--- src/common/render_pkg.sv ---
package render_pkg;

	//////////////////////////////////////////////////
	// Iteration count
	//////////////////////////////////////////////////

	// Iteration limit per point
	localparam int max_iter = 1000;

	// Count up to max_iter, one spare bit on top
	typedef logic [$clog2(max_iter):0] iter_t;

	//////////////////////////////////////////////////
	// Frame and pixel format
	//////////////////////////////////////////////////

	// Full VGA frame
	localparam int default_width = 640;
	localparam int default_height = 480;

	// Frame buffer address, enough for 640 x 480
	typedef logic [18:0] addr_t;

	// RGB 3-3-2
	// red [7:5], green [4:2], blue [1:0]
	typedef logic [7:0] color_t;

endpackage

--- src/common/fixed_pkg.sv ---
package fixed_pkg;

	//////////////////////////////////////////////////
	// 4.23 signed fixed point
	//////////////////////////////////////////////////

	// Sign, 3 integer bits, 23 fraction bits
	typedef logic signed [26:0] fixed_t;

	// 4.0, limit on the squared magnitude of z
	localparam fixed_t fixed_four = 27'sh2000000;

	// 2.0, limit on each component of z
	localparam fixed_t fixed_two = 27'sh1000000;

	// Truncating 4.23 product
	// Keeps the sign, drops the low 23 fraction bits
	// and the integer bits that cannot fit
	function automatic fixed_t fixed_mul(input fixed_t a, input fixed_t b);
		logic signed [53:0] prod;
		prod = a * b;
		// Sign first, then bits 48 down to 23
		return {prod[53], prod[48:23]};
	endfunction

endpackage
--- src/common/escape_if.sv ---
`timescale 1ns/1ps

// One escape-time job, four-phase req/ack
interface escape_if ();
	// Scheduler to iterator
	logic req;
	fixed_pkg::fixed_t c_r;
	fixed_pkg::fixed_t c_i;

	// Iterator to scheduler
	logic ack;
	render_pkg::iter_t count;

	// Scheduler side
	// c_r and c_i held stable while req is high
	modport requester (
		output req, c_r, c_i,
		input ack, count
	);

	// Iterator side
	// count held stable while ack is high
	modport engine (
		input req, c_r, c_i,
		output ack, count
	);
endinterface

--- src/hw/pixel_scheduler.sv ---
`timescale 1ns/1ps

module pixel_scheduler #(
	parameter int frame_width = render_pkg::default_width,
	parameter int frame_height = render_pkg::default_height
) (
	input logic clk,
	input logic reset,
	input fixed_pkg::fixed_t x_start,
	input fixed_pkg::fixed_t y_start,
	input fixed_pkg::fixed_t pixel_step,
	escape_if.requester job,
	output logic mem_we,
	output render_pkg::addr_t mem_addr,
	output render_pkg::color_t mem_data,
	output logic done
);

	localparam render_pkg::addr_t last_col = render_pkg::addr_t'(frame_width - 1);
	localparam render_pkg::addr_t last_row = render_pkg::addr_t'(frame_height - 1);

	typedef enum logic [1:0] {
		st_send,
		st_wait,
		st_finish
	} state_t;

	state_t state;
	logic req_q;

	// Raster position and pixel index
	render_pkg::addr_t col;
	render_pkg::addr_t row;
	render_pkg::addr_t pix_addr;

	// Coordinate of the pixel in flight
	fixed_pkg::fixed_t cur_x;
	fixed_pkg::fixed_t cur_y;

	render_pkg::color_t pix_color;
	logic last_pixel;

	color_map u_color_map (
		.count(job.count),
		.color(pix_color)
	);

	assign last_pixel = (col == last_col) && (row == last_row);

	//////////////////////////////////////////////////
	// Sweep and handshake
	//////////////////////////////////////////////////

	always_ff @(posedge clk) begin
		if (reset) begin
			state <= st_send;
			req_q <= 1'b0;
			mem_we <= 1'b0;
			done <= 1'b0;
			col <= '0;
			row <= '0;
			pix_addr <= '0;
			cur_x <= x_start;
			cur_y <= y_start;
		end else begin
			// Single-cycle write strobe
			mem_we <= 1'b0;
			case (state)
				st_send: begin
					// Previous job fully released
					if (!job.ack) begin
						req_q <= 1'b1;
						state <= st_wait;
					end
				end
				st_wait: begin
					if (job.ack) begin
						req_q <= 1'b0;
						mem_we <= 1'b1;
						mem_addr <= pix_addr;
						mem_data <= pix_color;
						pix_addr <= pix_addr + 1'b1;
						// Next coordinate in raster order
						if (col == last_col) begin
							col <= '0;
							row <= row + 1'b1;
							cur_x <= x_start;
							cur_y <= cur_y - pixel_step;
						end else begin
							col <= col + 1'b1;
							cur_x <= cur_x + pixel_step;
						end
						state <= last_pixel ? st_finish : st_send;
					end
				end
				st_finish: begin
					// Frame complete, hold until reset
					done <= 1'b1;
				end
				default: begin
					state <= st_send;
				end
			endcase
		end
	end

	assign job.req = req_q;
	assign job.c_r = cur_x;
	assign job.c_i = cur_y;

endmodule

--- src/hw/color_map.sv ---
`timescale 1ns/1ps

module color_map (
	input render_pkg::iter_t count,
	output render_pkg::color_t color
);

	// Palette, RGB 3-3-2
	localparam render_pkg::color_t black = 8'b000_000_00;
	localparam render_pkg::color_t dim_red = 8'b011_001_00;
	localparam render_pkg::color_t pale_red = 8'b101_010_01;
	localparam render_pkg::color_t dusk = 8'b011_001_01;
	localparam render_pkg::color_t deep_blue = 8'b001_001_01;
	localparam render_pkg::color_t violet = 8'b011_010_10;
	localparam render_pkg::color_t green_blue = 8'b010_100_10;

	localparam int lim = render_pkg::max_iter;

	// Thresholds halve each band, highest first
	always_comb begin
		if (count >= lim)
			color = black;
		else if (count >= (lim >> 1))
			color = dim_red;
		else if (count >= (lim >> 2))
			color = dim_red;
		else if (count >= (lim >> 3))
			color = pale_red;
		else if (count >= (lim >> 4))
			color = dusk;
		else if (count >= (lim >> 5))
			color = deep_blue;
		else if (count >= (lim >> 6))
			color = violet;
		// Bands 7, 8 and below share one colour
		else
			color = green_blue;
	end

endmodule

--- src/flat_wrapper.sv ---
// flat-port wrapper written by rule: the top's interface ports become plain ports
module pixel_scheduler_flat 
#(
	parameter int frame_width = render_pkg::default_width,
	parameter int frame_height = render_pkg::default_height
)
  (clk, reset, x_start, y_start, pixel_step, mem_we, mem_addr, mem_data, done, job_req, job_c_r, job_c_i, job_ack, job_count);
  escape_if job_i ();
  input logic clk;
  input logic reset;
  input fixed_pkg::fixed_t x_start;
  input fixed_pkg::fixed_t y_start;
  input fixed_pkg::fixed_t pixel_step;
  output logic mem_we;
  output render_pkg::addr_t mem_addr;
  output render_pkg::color_t mem_data;
  output logic done;
  output wire logic [$bits(job_i.req)-1:0] job_req;
  output wire logic [$bits(job_i.c_r)-1:0] job_c_r;
  output wire logic [$bits(job_i.c_i)-1:0] job_c_i;
  input wire logic [$bits(job_i.ack)-1:0] job_ack;
  input wire logic [$bits(job_i.count)-1:0] job_count;
  assign job_req = job_i.req;
  assign job_c_r = job_i.c_r;
  assign job_c_i = job_i.c_i;
  assign job_i.ack = job_ack;
  assign job_i.count = job_count;
  pixel_scheduler #(.frame_width(frame_width), .frame_height(frame_height)) u_core (.clk(clk), .reset(reset), .x_start(x_start), .y_start(y_start), .pixel_step(pixel_step), .job(job_i), .mem_we(mem_we), .mem_addr(mem_addr), .mem_data(mem_data), .done(done));
endmodule
--- config.mk ---
export PLATFORM = sky130hd
export DESIGN_NAME = pixel_scheduler_flat
export DESIGN_NICKNAME = d
export VERILOG_FILES = /design/src/common/render_pkg.sv /design/src/common/fixed_pkg.sv /design/src/common/escape_if.sv /design/src/hw/pixel_scheduler.sv /design/src/hw/color_map.sv /design/src/flat_wrapper.sv
export SDC_FILE = /design/constraint.sdc
export NUM_CORES = 1
export LEC_CHECK = 0
export BUFFER_PORTS_ARGS = -buffer_cell sky130_fd_sc_hd__buf_4
export CAP_MARGIN = 10
export CORE_ASPECT_RATIO = 0.8
export CORE_MARGIN = 4
export CORE_UTILIZATION = 50
export DETAILED_ROUTE_END_ITERATION = 6
export GPL_TIMING_DRIVEN = 0
export PLACE_DENSITY_LB_ADDON = 0.25
export SLEW_MARGIN = 20
export SYNTH_ARGS = -nofsm -noshare
export SYNTH_HDL_FRONTEND = slang
export SYNTH_HIERARCHICAL = 1
export SYNTH_SLANG_ARGS = --single-unit
--- constraint.sdc ---
create_clock -name clk -period 3.1 [get_ports clk]
set_input_delay 0.31 -clock clk [delete_from_list [all_inputs] [get_ports clk]]
set_output_delay 0.31 -clock clk [all_outputs]
set_load 0.01 [all_outputs]
Word-level counts from Yosys, hierarchy flattened
Index checks and enable logic that the tools add are counted.
W data, S select, Z words.
Storage, ports and cells
  register bits: 143
  bits in latches: 0
  memory bits (writable): 0
  bits in read-only memories: 0
  bits of input ports: 95
  output and inout port bits: 84
  word-level logic and storage cells: 73
  memories: 0
Cells by class
  $add $sub $neg: 5
  multiply operators: 0
  divide/modulo/power cells: 0
  magnitude comparators: 7
  eq/ne operators: 6
  shifts and indexed selects: 0
  mux-type cells: 23
  bitwise logic cells: 3
  reduce and logical (&&, ||, !) cells: 16
Operators by type and width (count)
  $mux W27: 8
  $add A19 B1 Y19 const B: 3
  $mux W7: 4
  $add A27 B27 Y27: 1
  $sub A27 B27 Y27: 1
  $eq A19 B10 Y1 const B: 1
  $eq A19 B9 Y1 const B: 1
  $mux W19: 1
  $reduce_and A3 Y1: 5
  $ge A11 B10 Y1 const B: 1
  $ge A11 B4 Y1 const B: 1
  $ge A11 B5 Y1 const B: 1
  $ge A11 B6 Y1 const B: 1
  $ge A11 B7 Y1 const B: 1
  $ge A11 B8 Y1 const B: 1
  $ge A11 B9 Y1 const B: 1
  $mux W8: 1
  $reduce_bool A2 Y1: 4
  $mux W2: 3
  $mux W6: 1
  $pmux W2 S3: 1
  $reduce_or A6 Y1: 1
  $ne A2 B2 Y1 const B: 2
  $reduce_and A2 Y1: 2
  other kinds (9): 13

Depth between registers and ports, before layout
  word-level depth: 7
  gate-level depth with buffers: 11
  gate-level depth less buffers: 11

Cells and area by module
Netlist, hierarchy kept.
By module, submodules not included
  pixel_scheduler: times used 1, cells an instance 907, area each 8454.4 um^2, seq. area each 3673.5 um^2
  color_map: times used 1, cells an instance 26, area each 206.4 um^2, seq. area each 0.0 um^2

Worst setup path after synthesis
OpenSTA, ideal clock, no wires.
  kind: register to register
  start: register u_core.cur_x[0], in the netlist u_core/job.c_r[0]
  end: register u_core.cur_x[20], in the netlist u_core/job.c_r[20], data pin
  setup time: 0.261 ns
  arrival: 2.486 ns
  required time: 2.839 ns
  setup slack: 0.353 ns
  cell stages (with the launch flop): 11
  path buffers: 0
  clock period less this slack: 2.747 ns
  path through: edfxtp_1 ha_1 inv_1 fa_1 nor2b_1 o31ai_2 a211oi_1 o21ai_1 o21ai_0 mux2_2 a311o_1
On the way
  longest elaborated chain between the ends: 5
Ends and longest elaborated chain
  start, declared: RTL line pixel_scheduler.sv:37  | fixed_pkg::fixed_t cur_x;
  start signal, assigned: RTL line pixel_scheduler.sv:63  | cur_x <= x_start;
  start signal, assigned: RTL line pixel_scheduler.sv:87  | cur_x <= x_start;
  start signal, assigned: RTL line pixel_scheduler.sv:91  | cur_x <= cur_x + pixel_step;
  $add A27 B27 Y27: RTL line pixel_scheduler.sv:91
  $mux W27: RTL line pixel_scheduler.sv:84  | if (col == last_col) begin
  $mux W27: RTL line pixel_scheduler.sv:77  | if (job.ack) begin
  $mux W27: RTL line pixel_scheduler.sv:68  | case (state)
  $mux W27: RTL line pixel_scheduler.sv:55  | if (reset) begin
Every way passes these cells. The select of a mux whose other input is x is not followed.
A chain may end at the register's enable or synchronous reset.

Worst setup path after layout
Same ends and word-level chain as after synthesis.

==> flow_results.xml <==
<?xml version="1.0" encoding="UTF-8"?>
<metrics>
  <group name="die">
    <metric name="ioPinCount" unit="">179</metric>
    <metric name="core.rowCount" unit="">42</metric>
    <metric name="die_w" unit="um">155.1</metric>
    <metric name="fp.dieArea" unit="um^2">19500</metric>
    <metric name="core_area" unit="um^2">16760</metric>
    <metric name="die_h" unit="um">125.7</metric>
    <metric name="start_util" unit="%">51.66</metric>
  </group>
  <group name="logic_synthesis">
    <metric name="netlist_instances" unit="">933</metric>
    <metric name="yosysWarningCount" unit="">6</metric>
    <metric name="synth.largest_area_cell" unit="">sky130_fd_sc_hd__edfxtp_1</metric>
    <metric name="synth_top_area_share" unit="%">28.08</metric>
    <metric name="yosys-top-cells-area" unit="">sky130_fd_sc_hd__edfxtp_1 28%, sky130_fd_sc_hd__dfxtp_1 14%, sky130_fd_sc_hd__ha_1 7.9%</metric>
    <metric name="synth_edf_count" unit="">81</metric>
    <metric name="synth_ff_type" unit="">sky130_fd_sc_hd__edfxtp_1</metric>
    <metric name="yosys.cell_types.count" unit="">80</metric>
    <metric name="synth.cell_area" unit="um^2">8661</metric>
    <metric name="syn_nets" unit="">1085</metric>
    <metric name="synth_area_per_cell" unit="um^2">9.283</metric>
    <metric name="postSynth.asyncResetShare" unit="%">0</metric>
    <metric name="synthesis_stage_register_bit_count" unit="">143</metric>
    <metric name="seq_area_frac_synth" unit="%">42.42</metric>
  </group>
  <group name="timing">
    <metric name="fin_crit_sh" unit="%">95.80</metric>
    <metric name="setup_repair_after_global_routing_missed_its_margin" unit="">false</metric>
    <metric name="setup-tns-final" unit="ns">0</metric>
    <metric name="clock_period_minus_worst_slack" unit="ns">2.970</metric>
    <metric name="final_hold_fails" unit="">0</metric>
    <metric name="worst_clock_skew" unit="ns">0.01798</metric>
    <metric name="slew_worst_pin" unit="ns">0.8697</metric>
    <metric name="timing.slew.headroom" unit="%">42.02</metric>
    <metric name="setup_viol" unit="">0</metric>
    <metric name="clock.fmax" unit="GHz">0.3367</metric>
    <metric name="drv_slew" unit="">0</metric>
  </group>
  <group name="drt">
    <metric name="top_sig_layer" unit="">met4</metric>
    <metric name="drt_wl_total" unit="mm">23.14</metric>
    <metric name="wl_met1" unit="mm">10.68</metric>
    <metric name="route.detailed.drc" unit="">0</metric>
    <metric name="dr_wl_met3" unit="mm">1.831</metric>
    <metric name="dr_wl_met2" unit="mm">10.31</metric>
    <metric name="antenna_violating_nets_remaining" unit="">0</metric>
    <metric name="detailedRoute.firstIterationViolations" unit="">480</metric>
    <metric name="avgRoutedWirePerCell" unit="um">16.98</metric>
    <metric name="avgViaCountPerCell" unit="">5.627</metric>
    <metric name="first_pass_iters" unit="">5</metric>
    <metric name="via_count" unit="">7669</metric>
  </group>
  <group name="cts">
    <metric name="cts_setup_buffers" unit="">0</metric>
    <metric name="clk_pin_slew" unit="ns">0.07</metric>
    <metric name="cts_inserted_buffers" unit="">17</metric>
    <metric name="clk_tree_root_cell" unit="">sky130_fd_sc_hd__clkbuf_16</metric>
    <metric name="clock-sinks" unit="">143</metric>
    <metric name="insertion_delay" unit="ns">0.42</metric>
    <metric name="cts_tree" unit="">done</metric>
    <metric name="clockBufferDepth" unit="">2</metric>
    <metric name="holdBufCountCts" unit="">0</metric>
    <metric name="clock_tree.htree_level_count" unit="">4</metric>
  </group>
  <group name="power_and_ir_drop">
    <metric name="ir_drop" unit="V">0.0003514</metric>
    <metric name="cellLeakagePower" unit="nW">4.617</metric>
    <metric name="report.power.total" unit="mW">5.840</metric>
    <metric name="cellPowerDensity" unit="nW/um^2">536.9</metric>
  </group>
  <group name="layout">
    <metric name="mostFrequentLayoutCells" unit="">180 x sky130_fd_sc_hd__buf_4, 113 x sky130_fd_sc_hd__nand2_1, 92 x sky130_fd_sc_hd__nor2_1</metric>
    <metric name="area.growth.synth_to_final" unit="%">25.60</metric>
    <metric name="fin_area" unit="um^2">10880</metric>
    <metric name="drive_gt1_share" unit="%">22.66</metric>
    <metric name="final_nets" unit="">1282</metric>
    <metric name="final_common_cell" unit="">sky130_fd_sc_hd__buf_4</metric>
    <metric name="diodes" unit="">0</metric>
  </group>
  <group name="critical_path">
    <metric name="critical_path.endpoint_type" unit="">flip-flop</metric>
    <metric name="max_stage_delay" unit="ns">0.45</metric>
    <metric name="timing_worst_setup_path_type" unit="">reg -&gt; reg</metric>
    <metric name="worst-endpoint-arrival" unit="ns">3.15</metric>
    <metric name="cell_type_of_the_slowest_stage_on_the_worst_timing_path" unit="">sky130_fd_sc_hd__a211oi_2</metric>
    <metric name="worst-endpoint-required" unit="ns">3.28</metric>
    <metric name="worst_setup_path_start_kind" unit="">flip-flop</metric>
    <metric name="worst-path-buf-inv" unit="">1</metric>
    <metric name="largest_fanout_on_the_critical_path" unit="">4</metric>
    <metric name="timing.critical_path.cells" unit="">ha_1 &gt; inv_1 &gt; fa_1 &gt; nor2b_2 &gt; o31ai_2 &gt; a211oi_2 &gt; o21ai_2 &gt; o21ai_2 &gt; mux2_2 &gt; a311o_1</metric>
    <metric name="critical_path.most_common_cell" unit="">sky130_fd_sc_hd__o21ai_2</metric>
    <metric name="worst_path_dominant_cell_family" unit="">compound AO/OA/AOI/OAI gates</metric>
  </group>
  <group name="global_routing">
    <metric name="grt_pass1_wl" unit="mm">36.58</metric>
    <metric name="overflow" unit="">0</metric>
    <metric name="number_of_antenna_violations_at_the_first_check_in_global_routing" unit="">0</metric>
    <metric name="vias_in_the_first_global_route" unit="">7308</metric>
    <metric name="track_usage" unit="%">23.02</metric>
    <metric name="grt_start_max_net_pins" unit="">37</metric>
  </group>
  <group name="placement">
    <metric name="routabilityCongestion" unit="">0.8894</metric>
    <metric name="port_buffers" unit="">178</metric>
    <metric name="detailed_place.area" unit="um^2">10280</metric>
    <metric name="half_perimeter_wire_length_after_placement" unit="mm">17.48</metric>
  </group>
  <group name="hold_path">
    <metric name="holdCritPathClass" unit="">in -&gt; reg</metric>
  </group>
  <group name="run">
    <metric name="timing.max_cap.violations" unit="">0</metric>
  </group>
  <group name="status">
    <metric name="outcome" unit="">complete, no violations</metric>
  </group>
</metrics>
[cells by family (layout without fill, tap and decap cells)]
kind of cell / Yosys count / in the layout / share of synthesized area (%)
simple gates: 352 / 352 / 19.92
compound gates: 216 / 216 / 16.22
flops: 143 / 143 / 42.42
xor+xnor: 90 / 90 / 9.101
buf+inv: 70 / 280 / 3.294
fa+ha+maj: 57 / 57 / 8.408
mux: 5 / 5 / 0.6356
[metrics by stage]
stage                     std cells  hold slack (ns)  setup WS, ns  utilization [%]
after floorplan                 933           0.3928        0.3530                -
after global placement         1331           0.4413       -0.1647            61.28
after detailed placement       1331           0.4376       -0.1759            61.34
after CTS                      1363          0.07532       0.05813            64.72
after global routing           1363          0.08474       0.01760            64.89
final                          1363          0.08694        0.1301            64.89
[worst register-to-register path, delay by kind of cell, from the launching register on]
kind	cells	cell delay (ns)
AND/OR/NAND/NOR	1	0.17
adder cells (fa/ha/maj)	2	0.61
flip-flops	1	0.37
multiplexers	1	0.34
buffers and inverters	1	0.06
AO/OA/AOI/OAI	5	1.19
[final timing paths]
| kind | from | end | slack (ns) | cells after the start |
|---|---|---|---|---|
| max | u_core/job.c_r[0] | u_core/job.c_r[20] | 0.13 | 10 |
| min | job_ack | u_core/state[0] | 0.09 | 2 |
| max reg2reg | u_core/job.c_r[0] | u_core/job.c_r[20] | 0.13 | 10 |
| min reg2reg | u_core/pix_addr[18] | u_core/mem_addr[18] | 0.45 | 0 |
[registers in the layout (all words and copies together), names as in the netlist]
register and count:
u_core/row 19, u_core/pix_addr 19, u_core/job.c_i 27, u_core/job.c_r 27, u_core/job.req 1, u_core/mem_addr 19
u_core/col 19, u_core/mem_we 1, u_core/state 2, u_core/mem_data 8, u_core/done 1
[per-layer routing]
layer  vias up  global-route usage, %
met1      3572                  32.82
met2       274                  35.11
li1       3794                      -
met5         -                      0
met3        29                  6.001
met4         0                  5.607
[cells in the mapped netlist (13+ instances only)]
library cell / instances
sky130_fd_sc_hd__nand2_1: 114
sky130_fd_sc_hd__nor2_1: 93
sky130_fd_sc_hd__edfxtp_1: 81
sky130_fd_sc_hd__xor2_1: 67
sky130_fd_sc_hd__o21ai_0: 64
sky130_fd_sc_hd__dfxtp_1: 62
sky130_fd_sc_hd__ha_1: 55
sky130_fd_sc_hd__a21oi_1: 52
sky130_fd_sc_hd__inv_1: 41
sky130_fd_sc_hd__nand3_1: 35
sky130_fd_sc_hd__xnor2_1: 23
sky130_fd_sc_hd__nor3_1: 20
sky130_fd_sc_hd__clkbuf_1: 19
sky130_fd_sc_hd__and3_1: 15
sky130_fd_sc_hd__nand4_1: 13
[area by class of cell]
| cell class | instances | area (um^2) |
|---|---|---|
| fill | 1440 | 5886 |
| multi-input combinational | 720 | 4746 |
| sequential | 143 | 3674 |
| timing repair buffer | 178 | 1336 |
| clock buffer | 18 | 439.2 |
| tap | 220 | 275.3 |
| inverter | 41 | 153.9 |
| buffer | 29 | 131.4 |
| clock inverter | 14 | 122.6 |
[where the power goes]
part           switching (mW)  internal, mW  total (mW)  leakage, nW
Clock                   0.882          1.07        1.96        0.273
Combinational           0.932         0.719        1.65         3.01
Sequential             0.0743          2.16        2.23         1.33
Total                    1.89          3.95        5.84         4.62
[repair_timing]
action / 4_1_cts / 5_1_grt
cloned: 0 / 0
setup endpoints to repair: 1 / 7
pin swaps: 0 / 2
resized for setup: 1 / 7
Note: power is estimated with default switching activity, not from simulation.
